File: config.mk
export PLATFORM = sky130hd
export DESIGN_NAME = tgfx_loader_top
export DESIGN_NICKNAME = d
export VERILOG_FILES = /design/src/rtl/loader_pkg.sv /design/src/rtl/rom_wr_if.sv /design/src/rtl/ioctl_if.sv /design/src/rtl/tgfx_loader_top.sv /design/src/rtl/cd_sector_unpacker.sv /design/src/rtl/cheat_code_assembler.sv /design/src/rtl/rom_signature_check.sv /design/src/rtl/cart_loader.sv
export SDC_FILE = /design/constraint.sdc
export NUM_CORES = 1
export LEC_CHECK = 0
export BUFFER_PORTS_ARGS = -buffer_cell sky130_fd_sc_hd__buf_2
export CORE_ASPECT_RATIO = 1.1
export CORE_MARGIN = 8
export CORE_UTILIZATION = 53
export CTS_CLUSTER_DIAMETER = 80
export CTS_CLUSTER_SIZE = 8
export DETAILED_ROUTE_END_ITERATION = 16
export GPL_TIMING_DRIVEN = 1
export HOLD_SLACK_MARGIN = 0.06
export PLACE_DENSITY = 0.87
export SETUP_SLACK_MARGIN = 0.15
export SYNTH_ARGS = -nofsm -noshare
export SYNTH_HDL_FRONTEND = slang
export SYNTH_SLANG_ARGS = --single-unit
File: constraint.sdc
create_clock -name clk_sys -period 4.4 [get_ports clk_sys]
set_clock_uncertainty 0.2 [all_clocks]
set_input_delay 1.1 -clock clk_sys [delete_from_list [all_inputs] [get_ports clk_sys]]
set_output_delay 1.1 -clock clk_sys [all_outputs]
set_load 0.02 [all_outputs]
File: src/rtl/loader_pkg.sv
// Shared widths, download indices and Populous signature constants; byte addresses throughout
package loader_pkg;

	//////////////////////////////////////////////////
	// Widths
	//////////////////////////////////////////////////

	typedef logic [15:0]  word_t;
	typedef logic [24:0]  ioctl_addr_t;
	typedef logic [7:0]   ioctl_index_t;
	typedef logic [23:0]  rom_addr_t;
	// Flags 127:96, address 95:64, compare 63:32, replace 31:0
	typedef logic [127:0] cheat_code_t;
	typedef logic [14:0]  cd_len_t;
	typedef logic [7:0]   byte_t;
	// One flag per signature bank
	typedef logic [1:0]   bank_flags_t;

	typedef enum logic [1:0] {
		CD_HEADER,
		CD_IDLE,
		CD_LOW_BYTE,
		CD_HIGH_BYTE
	} cd_state_t;

	typedef enum logic {
		ROM_IDLE,
		ROM_WAIT_ACK
	} rom_state_t;

	//////////////////////////////////////////////////
	// Download indices
	//////////////////////////////////////////////////

	// Cart and cheat decode use the low six index bits only
	localparam logic [5:0] IDX_CART_MAX = 6'd1;
	localparam ioctl_index_t IDX_CD_DATA = 8'd2;
	localparam logic [5:0] IDX_CHEAT = 6'h3F;

	//////////////////////////////////////////////////
	// Populous signature
	//////////////////////////////////////////////////

	// ROM word blocks, compared against address bits 23:4
	localparam logic [19:0] SIG_BLOCK_LO = 20'h1F2;
	localparam logic [19:0] SIG_BLOCK_HI = 20'h212;
	localparam int SIG_BANK_BIT = 13;
	// "PO", "PU", "LO", "US" with the first character in the low byte
	localparam word_t SIG_WORD_0 = 16'h4F50;
	localparam word_t SIG_WORD_1 = 16'h5550;
	localparam word_t SIG_WORD_2 = 16'h4F4C;
	localparam word_t SIG_WORD_3 = 16'h5355;

	// CD header is {mode, length}
	localparam int CD_MODE_BIT = 15;

endpackage
File: src/rtl/rom_wr_if.sv
// ROM write with toggle handshake; a write is pending while req differs from ack
`timescale 1ns/1ps

interface rom_wr_if;

	loader_pkg::rom_addr_t  addr;
	loader_pkg::word_t      data;
	logic                   req;
	logic                   ack;

	// Writer toggles req with addr and data already stable
	modport source (
		output addr, data, req,
		input  ack
	);

	// External memory answers by copying req into ack
	modport sink (
		input  addr, data, req,
		output ack
	);

	modport monitor (
		input addr, data, req, ack
	);

endinterface

File: src/rtl/ioctl_if.sv
// Host download bus; wr is a one-cycle pulse and is only meaningful while download is high
`timescale 1ns/1ps

interface ioctl_if;

	logic                      download;
	loader_pkg::ioctl_index_t  index;
	logic                      wr;
	loader_pkg::ioctl_addr_t   addr;
	loader_pkg::word_t         dout;

	// Host side, filled from the top level ports
	modport driver (
		output download, index, wr, addr, dout
	);

	// Cart, cheat and CD consumers only listen
	modport loader (
		input download, index, wr, addr, dout
	);

endinterface

File: src/rtl/tgfx_loader_top.sv
// Download front end top; ROM ack is the external memory's copy of req, no ROM read path here
`timescale 1ns/1ps

module tgfx_loader_top (
	input  logic                      clk_sys,
	input  logic                      reset,

	// Host download bus
	input  logic                      ioctl_download,
	input  loader_pkg::ioctl_index_t  ioctl_index,
	input  logic                      ioctl_wr,
	input  loader_pkg::ioctl_addr_t   ioctl_addr,
	input  loader_pkg::word_t         ioctl_dout,
	output logic                      ioctl_wait,
	input  logic                      swap_bytes,

	// ROM write port
	output loader_pkg::rom_addr_t     rom_wr_addr,
	output loader_pkg::word_t         rom_wr_data,
	output logic                      rom_wr_req,
	input  logic                      rom_wr_ack,

	output loader_pkg::bank_flags_t   populous,
	output logic                      sgx,

	output loader_pkg::cheat_code_t   cheat_code,
	output logic                      cheat_valid,

	output loader_pkg::byte_t         cd_data,
	output logic                      cd_wr,
	output logic                      cd_mode
);

	ioctl_if   host_bus ();
	rom_wr_if  rom_bus ();

	//////////////////////////////////////////////////
	// Bus hookup
	//////////////////////////////////////////////////

	assign host_bus.download = ioctl_download;
	assign host_bus.index    = ioctl_index;
	assign host_bus.wr       = ioctl_wr;
	assign host_bus.addr     = ioctl_addr;
	assign host_bus.dout     = ioctl_dout;

	assign rom_bus.ack  = rom_wr_ack;
	assign rom_wr_addr  = rom_bus.addr;
	assign rom_wr_data  = rom_bus.data;
	assign rom_wr_req   = rom_bus.req;

	//////////////////////////////////////////////////
	// Consumers
	//////////////////////////////////////////////////

	cart_loader u_cart_loader (
		.clk_sys    (clk_sys),
		.reset      (reset),
		.host       (host_bus),
		.swap_bytes (swap_bytes),
		.rom        (rom_bus),
		.ioctl_wait (ioctl_wait),
		.sgx        (sgx)
	);

	rom_signature_check u_rom_signature_check (
		.clk_sys  (clk_sys),
		.reset    (reset),
		.rom      (rom_bus),
		.populous (populous)
	);

	cheat_code_assembler u_cheat_code_assembler (
		.clk_sys     (clk_sys),
		.reset       (reset),
		.host        (host_bus),
		.cheat_code  (cheat_code),
		.cheat_valid (cheat_valid)
	);

	cd_sector_unpacker u_cd_sector_unpacker (
		.clk_sys (clk_sys),
		.reset   (reset),
		.host    (host_bus),
		.cd_data (cd_data),
		.cd_wr   (cd_wr),
		.cd_mode (cd_mode)
	);

endmodule

File: src/rtl/cd_sector_unpacker.sv
// CD data unpacker; the host must leave at least four cycles between data writes
`timescale 1ns/1ps

module cd_sector_unpacker (
	input  logic               clk_sys,
	input  logic               reset,
	ioctl_if.loader            host,
	output loader_pkg::byte_t  cd_data,
	output logic               cd_wr,
	output logic               cd_mode
);

	logic                   cd_download;
	logic                   download_q;
	logic                   download_start;
	loader_pkg::word_t      data_word;
	loader_pkg::cd_len_t    byte_len;
	loader_pkg::cd_len_t    byte_cnt;
	loader_pkg::cd_len_t    byte_cnt_next;
	loader_pkg::cd_state_t  state;

	assign cd_download = host.download && (host.index == loader_pkg::IDX_CD_DATA);
	assign download_start = cd_download && !download_q;
	assign byte_cnt_next = byte_cnt + 15'd1;

	//////////////////////////////////////////////////
	// Header and byte split FSM
	//////////////////////////////////////////////////

	always_ff @(posedge clk_sys) begin
		if (reset) begin
			download_q <= 1'b0;
			state      <= loader_pkg::CD_HEADER;
			cd_wr      <= 1'b0;
			cd_mode    <= 1'b0;
			byte_len   <= '0;
			byte_cnt   <= '0;
		end else begin
			download_q <= cd_download;
			cd_wr      <= 1'b0;
			if (download_start) begin
				state    <= loader_pkg::CD_HEADER;
				byte_cnt <= '0;
			end else begin
				case (state)
					loader_pkg::CD_HEADER: begin
						if (host.wr && cd_download) begin
							cd_mode  <= host.dout[loader_pkg::CD_MODE_BIT];
							byte_len <= host.dout[14:0];
							byte_cnt <= '0;
							state    <= loader_pkg::CD_IDLE;
						end
					end
					loader_pkg::CD_IDLE: begin
						// Words past the header length are dropped
						if (host.wr && cd_download && byte_cnt < byte_len) begin
							state <= loader_pkg::CD_LOW_BYTE;
						end
					end
					loader_pkg::CD_LOW_BYTE: begin
						cd_wr    <= 1'b1;
						byte_cnt <= byte_cnt_next;
						if (byte_cnt_next >= byte_len) begin
							state <= loader_pkg::CD_IDLE;
						end else begin
							state <= loader_pkg::CD_HIGH_BYTE;
						end
					end
					loader_pkg::CD_HIGH_BYTE: begin
						// Gap cycle after the low byte strobe
						if (!cd_wr) begin
							cd_wr    <= 1'b1;
							byte_cnt <= byte_cnt_next;
							state    <= loader_pkg::CD_IDLE;
						end
					end
					default: state <= loader_pkg::CD_HEADER;
				endcase
			end
		end
	end

	//////////////////////////////////////////////////
	// Payload
	//////////////////////////////////////////////////

	always_ff @(posedge clk_sys) begin
		if (state == loader_pkg::CD_IDLE && host.wr && cd_download) begin
			data_word <= host.dout;
		end
		if (state == loader_pkg::CD_LOW_BYTE) begin
			cd_data <= data_word[7:0];
		end else if (state == loader_pkg::CD_HIGH_BYTE && !cd_wr) begin
			cd_data <= data_word[15:8];
		end
	end

endmodule

File: src/rtl/cheat_code_assembler.sv
// Cheat code gather; words may arrive in any order, the word at offset 14 closes the code
`timescale 1ns/1ps

module cheat_code_assembler (
	input  logic                     clk_sys,
	input  logic                     reset,
	ioctl_if.loader                  host,
	output loader_pkg::cheat_code_t  cheat_code,
	output logic                     cheat_valid
);

	logic code_write;

	assign code_write = host.download && host.wr
		&& (host.index[5:0] == loader_pkg::IDX_CHEAT);

	// Low word of each field arrives first
	always_ff @(posedge clk_sys) begin
		if (code_write) begin
			case (host.addr[3:0])
				4'd0:  cheat_code[111:96]  <= host.dout;
				4'd2:  cheat_code[127:112] <= host.dout;
				4'd4:  cheat_code[79:64]   <= host.dout;
				4'd6:  cheat_code[95:80]   <= host.dout;
				4'd8:  cheat_code[47:32]   <= host.dout;
				4'd10: cheat_code[63:48]   <= host.dout;
				4'd12: cheat_code[15:0]    <= host.dout;
				4'd14: cheat_code[31:16]   <= host.dout;
				default: ;
			endcase
		end
	end

	// One cycle strobe once the replace top word is in
	always_ff @(posedge clk_sys) begin
		if (reset) begin
			cheat_valid <= 1'b0;
		end else begin
			cheat_valid <= code_write && (host.addr[3:0] == 4'd14);
		end
	end

endmodule

File: src/rtl/rom_signature_check.sv
// Populous detect; flags only drop inside the two signature blocks and return to 11 on an address 0 write
`timescale 1ns/1ps

module rom_signature_check (
	input  logic                     clk_sys,
	input  logic                     reset,
	rom_wr_if.monitor                rom,
	output loader_pkg::bank_flags_t  populous
);

	logic               req_q;
	logic               req_toggle;
	logic               in_block;
	logic               sig_offset;
	loader_pkg::word_t  sig_expect;

	assign req_toggle = rom.req != req_q;

	assign in_block = (rom.addr[23:4] == loader_pkg::SIG_BLOCK_LO)
		|| (rom.addr[23:4] == loader_pkg::SIG_BLOCK_HI);

	// Expected word at each checked offset
	always_comb begin
		sig_offset = 1'b1;
		sig_expect = loader_pkg::SIG_WORD_0;
		case (rom.addr[3:0])
			4'd6:  sig_expect = loader_pkg::SIG_WORD_0;
			4'd8:  sig_expect = loader_pkg::SIG_WORD_1;
			4'd10: sig_expect = loader_pkg::SIG_WORD_2;
			4'd12: sig_expect = loader_pkg::SIG_WORD_3;
			default: sig_offset = 1'b0;
		endcase
	end

	always_ff @(posedge clk_sys) begin
		if (reset) begin
			req_q    <= 1'b0;
			populous <= 2'b11;
		end else begin
			req_q <= rom.req;
			if (req_toggle) begin
				if (rom.addr == '0) begin
					populous <= 2'b11;
				end else if (in_block && sig_offset && rom.data != sig_expect) begin
					populous[rom.addr[loader_pkg::SIG_BANK_BIT]] <= 1'b0;
				end
			end
		end
	end

endmodule

File: src/rtl/cart_loader.sv
// Cart ROM writer; the host must not pulse wr while ioctl_wait is high, ack held stalls it forever
`timescale 1ns/1ps

module cart_loader (
	input  logic            clk_sys,
	input  logic            reset,
	ioctl_if.loader         host,
	input  logic            swap_bytes,
	rom_wr_if.source        rom,
	output logic            ioctl_wait,
	output logic            sgx
);

	logic                    cart_download;
	logic                    download_q;
	logic                    download_start;
	loader_pkg::word_t       swapped_word;
	loader_pkg::word_t       wr_word;
	loader_pkg::rom_addr_t   wr_addr;
	loader_pkg::rom_state_t  state;

	//////////////////////////////////////////////////
	// Download decode
	//////////////////////////////////////////////////

	assign cart_download = host.download && (host.index[5:0] <= loader_pkg::IDX_CART_MAX);
	assign download_start = cart_download && !download_q;

	always_ff @(posedge clk_sys) begin
		if (reset) begin
			download_q <= 1'b0;
		end else begin
			download_q <= cart_download;
		end
	end

	// Bit order reversed inside each byte, byte positions kept
	always_comb begin
		for (int i = 0; i < 8; i++) begin
			swapped_word[i]     = host.dout[7 - i];
			swapped_word[8 + i] = host.dout[15 - i];
		end
	end

	//////////////////////////////////////////////////
	// Write FSM
	//////////////////////////////////////////////////

	always_ff @(posedge clk_sys) begin
		if (reset) begin
			state      <= loader_pkg::ROM_IDLE;
			rom.req    <= 1'b0;
			ioctl_wait <= 1'b0;
			wr_addr    <= '0;
			sgx        <= 1'b0;
		end else if (download_start) begin
			wr_addr <= '0;
			sgx     <= host.index[0];
		end else begin
			case (state)
				loader_pkg::ROM_IDLE: begin
					if (host.wr && cart_download) begin
						rom.req    <= ~rom.req;
						ioctl_wait <= 1'b1;
						state      <= loader_pkg::ROM_WAIT_ACK;
					end
				end
				loader_pkg::ROM_WAIT_ACK: begin
					// Memory has taken the word, release the host
					if (rom.ack == rom.req) begin
						ioctl_wait <= 1'b0;
						wr_addr    <= wr_addr + 24'd2;
						state      <= loader_pkg::ROM_IDLE;
					end
				end
				default: state <= loader_pkg::ROM_IDLE;
			endcase
		end
	end

	// Data word held until the next accepted write
	always_ff @(posedge clk_sys) begin
		if (state == loader_pkg::ROM_IDLE && host.wr && cart_download && !download_start) begin
			wr_word <= swap_bytes ? swapped_word : host.dout;
		end
	end

	assign rom.addr = wr_addr;
	assign rom.data = wr_word;

endmodule

==> results.cfg, run 1 <==
[floorplan]
starting_density_pct = 54.0
io_pins = 239
num_rows = 51
design.core.area_um2 = 17700
floorplan.die.height_um = 157
floorplan.die_area_um2 = 22500
die_width_um = 144

[yosys]
most_frequent_cell_after_synthesis = edfxtp_1
yosys-top-cells-area = edfxtp_1, dfxtp_1, ha_1, mux2_2, nand2_1
post_synth_most_frequent_cells = edfxtp_1, dfxtp_1, nand2_1
area_share_of_the_largest_cell_type_after_synthesis_pct = 52.9
synth_edf_count = 168
synthDistinctLibCells = 57
async_reset_ff_share_pct = 0
synth_flop_cell = edfxtp_1
synthDominantAreaCellType = edfxtp_1
postSynthNetCount = 816
yosysSeqAreaShare_pct = 67.0
total_standard_cell_area_after_synthesis_um2 = 9540
total_of_warnings_raised_by_yosys = 0
syn-instance-count = 721
flops_latches_synth = 235
avgSynthCellArea_um2 = 13.2

[layout]
layout.nets = 1065
synthToLayoutAreaGrowth_pct = 25.9
final_layout_size_suffix_gt1_share_pct = 30.8
final.fill_count = 1204
final_cell_count_no_fill = 1234

[hold_path]
min_path_type = register to register
worst_hold_path.num_cells = 2
endpoint_with_the_worst_hold_slack = u_cd_sector_unpacker.byte_len[1]$_SDFFE_PP0P_
holdCritStartpoint = u_cd_sector_unpacker.byte_len[1]$_SDFFE_PP0P_

[route]
viasPerCell = 5.65
dr.pass1.iters = 5
initialDrtViolationCount = 544
route.detailed.drc = 0
antenna_left = 0
vias = 6971
detail_route.wl_per_cell_um = 21.3
routed_wl_mm = 26.2

[timing]
slew_viol_final = 0
max_slew_margin_pct = 45.2
rsz0062_at_grt = false
peak_freq_mhz = 289
timing.setup.tns_ns = 0
tightest_slew_ns = 0.810
setup_viol = 0
final_hold_viol_count = 0
period_needed_ns = 3.46
min_period_over_period_pct = 78.6

[clocking]
tritoncts_num_sinks = 235
postCtsResizedCells = 0
worst_setup_hold_path_clk_slew_ns = 0.05
clockRootBuffer = clkbuf_16
numCtsBuffers = 35
post-cts-setup-buffer-count = 0
worst_skew_pair.late_latency_ns = 0.48
cts.hold.buffers_added = 0
h-tree-depth = 2
tritoncts = yes
cts_max_path_buffers = 3

[pwr]
max_vdd_drop_mv = 0.260
pwr_density_cell_nw_per_um2 = 409
power_leakage_nw = 4.57

[setup_path]
worst-path-max-fanout = 6
timing.critical_path.cells = ha_1 > nand3_1 > nor3_1 > and3_1 > xnor2_1 > inv_1 > ha_1 > and3_1 > nand3_1 > a2111oi_0 > a211o_1 > mux2i_1
worst_path_largest_cell_delay_ns = 0.54
crit_family = simple AND/OR/NAND/NOR gates
critPathArrivalTime_ns = 3.63
worstSetupEndpointType = register
path_class = register to register
worstReg2RegEnd = u_cd_sector_unpacker.state[1]$_SDFFE_PP0P_
r2r_start = u_cd_sector_unpacker.byte_cnt[0]$_SDFFE_PP0P_
timing.critical_path.required_ns = 4.57
r2r.worst_path.cells = 12
rrSetupSlack_ns = 0.94
cp-start-kind = register
critical_path.slowest_cell = a2111oi_0
critical_path_buf_inv_count = 1

[grt]
grt_antenna_before_repair = 2
global_route.usage.total_pct = 22.4
grt_pass1_vias = 6799
grt_overflow = 0
grt_max_degree = 27
global_route_wire_length_before_repair_mm = 38.7

[placement]
gp_congestion = 0.918
placed_cells_incl_taps = 1171
port_buffers = 216
hpwl_mm = 17.6

[run_status]
run_status = finished clean

[run]
max_cap_viol_count = 0
[flip-flops by register name, summed over array words and instances (netlist names), 8 cells and up]
register                           count
u_cheat_code_assembler.cheat_code    128
u_cd_sector_unpacker.byte_cnt         15
u_cart_loader.rom.addr                23
u_cd_sector_unpacker.cd_data           8
u_cd_sector_unpacker.byte_len         15
u_cart_loader.rom.data                16
u_cd_sector_unpacker.data_word        16
[worst reg2reg max path: cells and delay by family (launching register included)]
kind	cells	cell delay [ns]
adders and majority gates	2	0.51
xor gates and xnor gates	1	0.16
AOI/OAI and AO/OA	2	0.74
muxes	1	0.06
and+or+nand+nor	5	1.21
DFF	1	0.39
buffers and inverters	1	0.07
[worst max-delay path by stage]
stage	start	slack, ns	end	depth (start not counted)
2_1_floorplan	ioctl_index[3]	0.34	u_cart_loader.rom.data[0]$_DFFE_PP_	3
3_5_place_dp	ioctl_index[1]	0.96	u_cheat_code_assembler.cheat_code[96]$_DFFE_PP_	8
5_1_grt	u_cd_sector_unpacker.byte_cnt[0]$_SDFFE_PP0P_	0.75	u_cd_sector_unpacker.state[1]$_SDFFE_PP0P_	12
4_1_cts	u_cd_sector_unpacker.byte_cnt[0]$_SDFFE_PP0P_	0.99	u_cd_sector_unpacker.state[1]$_SDFFE_PP0P_	12
3_3_place_gp	u_cd_sector_unpacker.byte_cnt[0]$_SDFFE_PP0P_	1.03	u_cd_sector_unpacker.state[1]$_SDFFE_PP0P_	12
6_report	u_cd_sector_unpacker.byte_cnt[0]$_SDFFE_PP0P_	0.94	u_cd_sector_unpacker.state[1]$_SDFFE_PP0P_	12
[through the flow]
stage	hold WS [ns]	setup WS, ns	utilization (%)	area, µm²	total power [W]
finish	0.254	0.941	67.9	12000	0.00492
global route	0.272	0.747	67.9	12000	0.00505
CTS	0.254	0.993	67.9	12000	0.00494
detailed placement	0.246	0.955	62.1	11000	0.00253
global placement	0.237	1.03	62.1	11000	0.00253
floorplan	0.232	0.344	-	9540	0.00247
[final cells by class]
type / count / area, µm² / share of cell area [%]
flip-flops and latches: 235 / 6390 / 53.2
multi-input cells: 434 / 2980 / 24.8
repair buffers: 232 / 1200 / 10.0
clock buffers: 59 / 987 / 8.22
well taps: 238 / 298 / 2.48
inverters: 32 / 120 / 1.00
clock inverters: 3 / 32.5 / 0.271
diodes: 1 / 2.50 / 0.0208
[cells by family (layout without fill, tap and decap cells)]
kind of cell / Yosys count / in the layout / synth area share (%)
xor+xnor: 38 / 38 / 3.49
buf+inv: 52 / 326 / 2.09
mux: 26 / 26 / 3.04
other cells: 1 / 2 / 0.0393
simple gates: 227 / 227 / 12.2
flops: 235 / 235 / 67.0
fa+ha+maj: 40 / 40 / 5.25
compound gates: 102 / 102 / 6.93
[power by group]
group          internal (W)  switching [W]  total [W]
registers           0.00237     0.00000136    0.00237
clock network       0.00152       0.000901    0.00242
logic             0.0000362      0.0000825   0.000119
[cell usage in the layout (no fill, tap or decap), types with 23 or more instances in the layout]
| master | n |
|---|---|
| dfxtp_1 | 67 |
| mux2_2 | 24 |
| buf_2 | 216 |
| clkbuf_16 | 36 |
| edfxtp_1 | 168 |
| inv_1 | 32 |
| nor2_1 | 47 |
| clkbuf_1 | 23 |
| nand2_1 | 66 |
| ha_1 | 40 |
| a21oi_1 | 36 |
[per-layer routing]
metal / global-route usage [%] / vias up / part of all wire (%)
li1: - / 3182 / -
met4: 8.47 / 4 / 2.6
met2: 39.2 / 354 / 50
met5: 0 / - / 0.11
met3: 4.60 / 50 / 9.5
met1: 26.6 / 3381 / 38
Note: power is estimated with default switching activity, not from simulation.
==> run 2, diff against run 1 <==
==> constraint.sdc (replaced) <==
create_clock -name clk_sys -period 3.4 [get_ports clk_sys]
set_clock_uncertainty 0.2 [all_clocks]
set_input_delay 0.85 -clock clk_sys [delete_from_list [all_inputs] [get_ports clk_sys]]
set_output_delay 0.85 -clock clk_sys [all_outputs]
set_load 0.02 [all_outputs]
==> run 2 against run 1 <==
Critical path depth stayed put. Critical path type unchanged. Worst setup slack worse by 0.62 ns. Combinational power is 34% higher. Via count increased by 5.3%. Cell count is 0.16% higher. Clock power grew 30%.
==> results.cfg, run 2 (synthesis results as in run 1) <==
[run_status]
run_status = finished clean

[setup_path]
worstSetupEndpointType = register
rrSetupSlack_ns = 0.32
timing.critical_path.required_ns = 3.61
r2r.worst_path.cells = 12
r2r_start = u_cd_sector_unpacker.byte_cnt[0]$_SDFFE_PP0P_
worst-path-max-fanout = 6
path_class = register to register
critPathArrivalTime_ns = 3.29
worstReg2RegEnd = u_cd_sector_unpacker.state[1]$_SDFFE_PP0P_
cp-start-kind = register

[layout]
largest_register_ff_count = 128
final_common_cell = buf_2
final_layout_size_suffix_gt1_share_pct = 31.1
synthToLayoutAreaGrowth_pct = 26.1
layout.cells.most_common_list = buf_2, edfxtp_1, dfxtp_1
largest_register = u_cheat_code_assembler.cheat_code
layout.nets = 1069
utilization_pct = 68.0
final.fill_count = 1129
final_cell_count_no_fill = 1236

[grt]
grt_antenna_before_repair = 2
grt_max_degree = 26
global_route_wire_length_before_repair_mm = 43.0
grt_pass1_vias = 7393
grt_overflow = 0
global_route.usage.total_pct = 24.9

[timing]
peak_freq_mhz = 325
post-route-worst-setup-slack_ns = 0.323
max_slew_margin_pct = 45.7
period_needed_ns = 3.08
min_period_over_period_pct = 90.5
rsz0062_at_grt = false
slew_viol_final = 0
tightest_slew_ns = 0.803
setup_viol = 0
timing.setup.tns_ns = 0
final_hold_viol_count = 0

[route]
route.detailed.drc = 0
vias = 7343
routed_wl_mm = 28.8
antenna_left = 0
viasPerCell = 5.94
initialDrtViolationCount = 714
detail_route.wl_per_cell_um = 23.3
dr.pass1.iters = 5

[pwr]
max_vdd_drop_mv = 0.357
power_leakage_nw = 4.58
clock_power_share_pct = 49.3
intPower_w = 0.00504
power.switching_w = 0.00134
share_comb_of_total_power_pct = 2.5
switching_share_pct = 21.0
pwr_density_cell_nw_per_um2 = 530
power.share.sequential_pct = 48.2

[hold_path]
worst_hold_path.num_cells = 2
holdCritStartpoint = u_cd_sector_unpacker.byte_len[6]$_SDFFE_PP0P_
min_path_type = register to register
endpoint_with_the_worst_hold_slack = u_cd_sector_unpacker.byte_len[6]$_SDFFE_PP0P_

[run]
max_cap_viol_count = 0

[clocking]
numCtsBuffers = 35
clockRootBuffer = clkbuf_16
tritoncts = yes
tritoncts_num_sinks = 235
h-tree-depth = 2
worst_skew_pair.late_latency_ns = 0.50
cts_max_path_buffers = 3
worst_setup_hold_path_clk_slew_ns = 0.05
cts.hold.buffers_added = 0

[placement]
gp_congestion = 0.919
hpwl_mm = 17.9
placed_cells_incl_taps = 1175
pre_cts_ws_ns = 0.292
port_buffers = 216

[floorplan]
die_width_um = 144
floorplan.die.height_um = 157
floorplan.die_area_um2 = 22500
num_rows = 51
io_pins = 239
starting_density_pct = 54.0
design.core.area_um2 = 17700
-- run 2: how the worst max path moves through the flow --
stage | start | end | depth (start not counted)
6_report | u_cd_sector_unpacker.byte_cnt[0]$_SDFFE_PP0P_ | u_cd_sector_unpacker.state[1]$_SDFFE_PP0P_ | 12
5_1_grt | u_cd_sector_unpacker.byte_cnt[0]$_SDFFE_PP0P_ | u_cd_sector_unpacker.state[1]$_SDFFE_PP0P_ | 12
4_1_cts | u_cd_sector_unpacker.byte_cnt[0]$_SDFFE_PP0P_ | u_cd_sector_unpacker.state[1]$_SDFFE_PP0P_ | 12
3_3_place_gp | u_cd_sector_unpacker.byte_cnt[0]$_SDFFE_PP0P_ | u_cd_sector_unpacker.state[1]$_SDFFE_PP0P_ | 12
3_5_place_dp | u_cd_sector_unpacker.byte_cnt[0]$_SDFFE_PP0P_ | u_cd_sector_unpacker.state[1]$_SDFFE_PP0P_ | 12
2_1_floorplan | ioctl_index[3] | u_cd_sector_unpacker.data_word[0]$_DFFE_PP_ | 3
-- run 2: metrics by stage --
stage          area (µm²)  total power (W)  hold WS (ns)
2_1_floorplan        9550          0.00320         0.232
3_3_place_gp        11000          0.00327         0.238
3_5_place_dp        11000          0.00328         0.244
4_1_cts             12000          0.00639         0.255
5_1_grt             12000          0.00652         0.274
6_report            12000          0.00637         0.257
-- run 2: power by group through the flow --
stage | combinational, W | clock, W | sequential, W
floorplan | 0.0000661 | 0 | 0.00313
global placement | 0.000147 | 0 | 0.00313
detailed placement | 0.000152 | 0 | 0.00313
CTS | 0.000157 | 0.00316 | 0.00307
global route | 0.000169 | 0.00328 | 0.00307
finish | 0.000160 | 0.00314 | 0.00307
-- run 2: layout make-up --
cell class / count / area (µm²) / area share [%]
diodes: 2 / 5.00 / 0.0416
repair buffers: 236 / 1230 / 10.2
inverters: 32 / 120 / 0.999
flip-flops and latches: 235 / 6390 / 53.1
clock buffers: 56 / 955 / 7.94
multi-input cells: 434 / 2990 / 24.9
clock inverters: 3 / 40.0 / 0.333
well taps: 238 / 298 / 2.48
-- run 2: worst max-delay path: stages, from the launching register on --
cell,delay (ns)
dfxtp_1,0.39
ha_1,0.25
nand3_1,0.25
nor3_2,0.27
and3_1,0.20
xnor2_1,0.14
inv_1,0.07
ha_1,0.26
and3_1,0.15
a221oi_1,0.28
o21ai_0,0.14
a211o_1,0.30
mux2i_1,0.13
-- run 2: repair_timing --
item | 4_1_cts | 5_1_grt
setup endpoints to repair | 0 | 1
setup buffers | 0 | 0
resized for setup | 0 | 2
-- run 2: metal layers --
metal	part of all wire [%]	routed length (µm)	track usage, %	up-vias
met1	36	10200	28.7	3487
met4	4.9	1400	13.2	2
met5	0.045	13	0	-
met2	48	13800	42.0	541
met3	12	3340	6.22	119
li1	-	-	-	3194
==> run 3, diff against run 2 <==
--- a/config.mk
+++ b/config.mk
@@ -14,6 +14,7 @@
 export DETAILED_ROUTE_END_ITERATION = 16
 export GPL_TIMING_DRIVEN = 1
 export HOLD_SLACK_MARGIN = 0.06
+export MAX_ROUTING_LAYER = met4
 export PLACE_DENSITY = 0.87
 export SETUP_SLACK_MARGIN = 0.15
 export SYNTH_ARGS = -nofsm -noshare
==> run 3 against run 2 <==
Worst setup slack is essentially flat. Worst hold slack lost 0.0061 ns. Sequential power is essentially flat. First-iteration DRC count grew 33%. Maximum frequency is essentially flat. Via count grew 0.48%. Die area is the same. Flip-flop and latch count is the same. Sequential share of layout area shrank 0.60 points. Register-to-register slack is essentially flat. Count of clock-buffer cells in the layout grew 3. Highest routed layer is now met4.
==> results.cfg, run 3 (synthesis results as in run 1) <==
[floorplan]
floorplan.die.height_um = 157
num_rows = 51
floorplan.die_area_um2 = 22500
io_pins = 239
die_width_um = 144
design.core.area_um2 = 17700
starting_density_pct = 54.0

[route]
route.detailed.drc = 0
vias = 7378
detail_route.wl_per_cell_um = 23.6
routed_wl_mm = 29.2
dr.pass1.iters = 5
viasPerCell = 5.95
antenna_left = 0
initialDrtViolationCount = 947

[timing]
setup_viol = 0
max_slew_margin_pct = 30.7
peak_freq_mhz = 325
period_needed_ns = 3.08
timing.setup.tns_ns = 0
rsz0062_at_grt = false
min_period_over_period_pct = 90.5
slew_viol_final = 0
tightest_slew_ns = 1.03
final_hold_viol_count = 0

[setup_path]
critPathArrivalTime_ns = 3.30
r2r_start = u_cd_sector_unpacker.byte_cnt[2]$_SDFFE_PP0P_
cp-start-kind = register
timing.critical_path.required_ns = 3.62
worstSetupEndpointType = register
worst-path-max-fanout = 7
timing.critical_path.from = u_cd_sector_unpacker.byte_cnt[2]$_SDFFE_PP0P_
path_class = register to register

[grt]
global_route_wire_length_before_repair_mm = 43.8
grt_antenna_before_repair = 2
grt_overflow = 0
grt_max_degree = 26
grt_pass1_vias = 7299
global_route.usage.total_pct = 26.3

[clocking]
tritoncts_num_sinks = 235
tritoncts = yes
cts.hold.buffers_added = 0
numCtsBuffers = 35
worst_setup_hold_path_clk_slew_ns = 0.05
post-cts-setup-buffer-count = 0
h-tree-depth = 2
cts_max_path_buffers = 3
postCtsResizedCells = 0
worst_skew_pair.late_latency_ns = 0.49
clockRootBuffer = clkbuf_16

[layout]
area.sequential_um2 = 6390
design_area_um2 = 12200
synthToLayoutAreaGrowth_pct = 27.6
final_common_cell = buf_2
largest_register = u_cheat_code_assembler.cheat_code
layout.nets = 1071
utilization_pct = 68.8
layout.cells.most_common_list = buf_2, edfxtp_1, dfxtp_1
total_area_of_multi_input_combinational_cells_um2 = 3000
final.fill_count = 1067
final_layout_size_suffix_gt1_share_pct = 31.5
final_cell_count_no_fill = 1241
largest_register_ff_count = 128

[run_status]
run_status = finished clean

[placement]
port_buffers = 216
gp_congestion = 0.921
placed_cells_incl_taps = 1177
dpl_cell_area_um2 = 11100
hpwl_mm = 17.7

[pwr]
power_leakage_nw = 4.62
max_vdd_drop_mv = 0.360
pwr_density_cell_nw_per_um2 = 528

[hold_path]
min_path_type = register to register
holdCritStartpoint = u_cd_sector_unpacker.cd_mode$_SDFFE_PP0P_

[run]
max_cap_viol_count = 0
[run 3: routing by layer]
layer	vias up	routed length [µm]	part of all wire (%)	GRT usage, %
met5	-	0	0	-
met4	0	1430	4.9	11.7
met3	116	3620	12	5.76
met2	570	14000	48	43.3
met1	3491	10200	35	30.3
li1	3201	-	-	-
[run 3: power by group]
group          switching (W)  total (W)  internal (W)
Combinational       0.000113   0.000163     0.0000504
Sequential        0.00000190    0.00307       0.00307
Clock                0.00122    0.00319       0.00197
Total                0.00133    0.00642       0.00509
[run 3: worst paths after layout]
kind | endpoint | slack, ns | cells past startpoint
setup / recovery | u_cd_sector_unpacker.state[1]$_SDFFE_PP0P_ | 0.32 | 10
hold / removal | u_cd_sector_unpacker.cd_mode$_SDFFE_PP0P_ | 0.25 | 2
hold reg to reg | u_cd_sector_unpacker.cd_mode$_SDFFE_PP0P_ | 0.25 | 2
setup reg to reg | u_cd_sector_unpacker.state[1]$_SDFFE_PP0P_ | 0.32 | 10
[run 3: area by class of cell]
cell class / count / area share [%]
timing repair buffer: 238 / 11.0
clock inverter: 3 / 0.267
clock buffer: 59 / 8.11
multi-input combinational: 434 / 24.7
sequential: 235 / 52.5
inverter: 32 / 0.987
tap: 238 / 2.45
antenna: 2 / 0.0411
[run 3: worst max-delay path, cell delays in order, from the launching register on]
cell and delay, ns:
dfxtp_1 0.46, and3_1 0.21, nand4_1 0.26, nor2_1 0.25
xor2_1 0.18, ha_1 0.27, a21o_1 0.18, a211oi_1 0.39
o211ai_1 0.20, a211o_1 0.29, mux2i_1 0.12
[run 3: per-stage QoR]
step                      power (W)  hold WS [ns]  worst slack (ns)
after floorplan             0.00320         0.232             0.314
after global placement      0.00328         0.238             0.371
after detailed placement    0.00328         0.247             0.288
after CTS                   0.00644         0.254             0.266
after global routing        0.00658         0.264             0.193
final                       0.00642         0.251             0.324
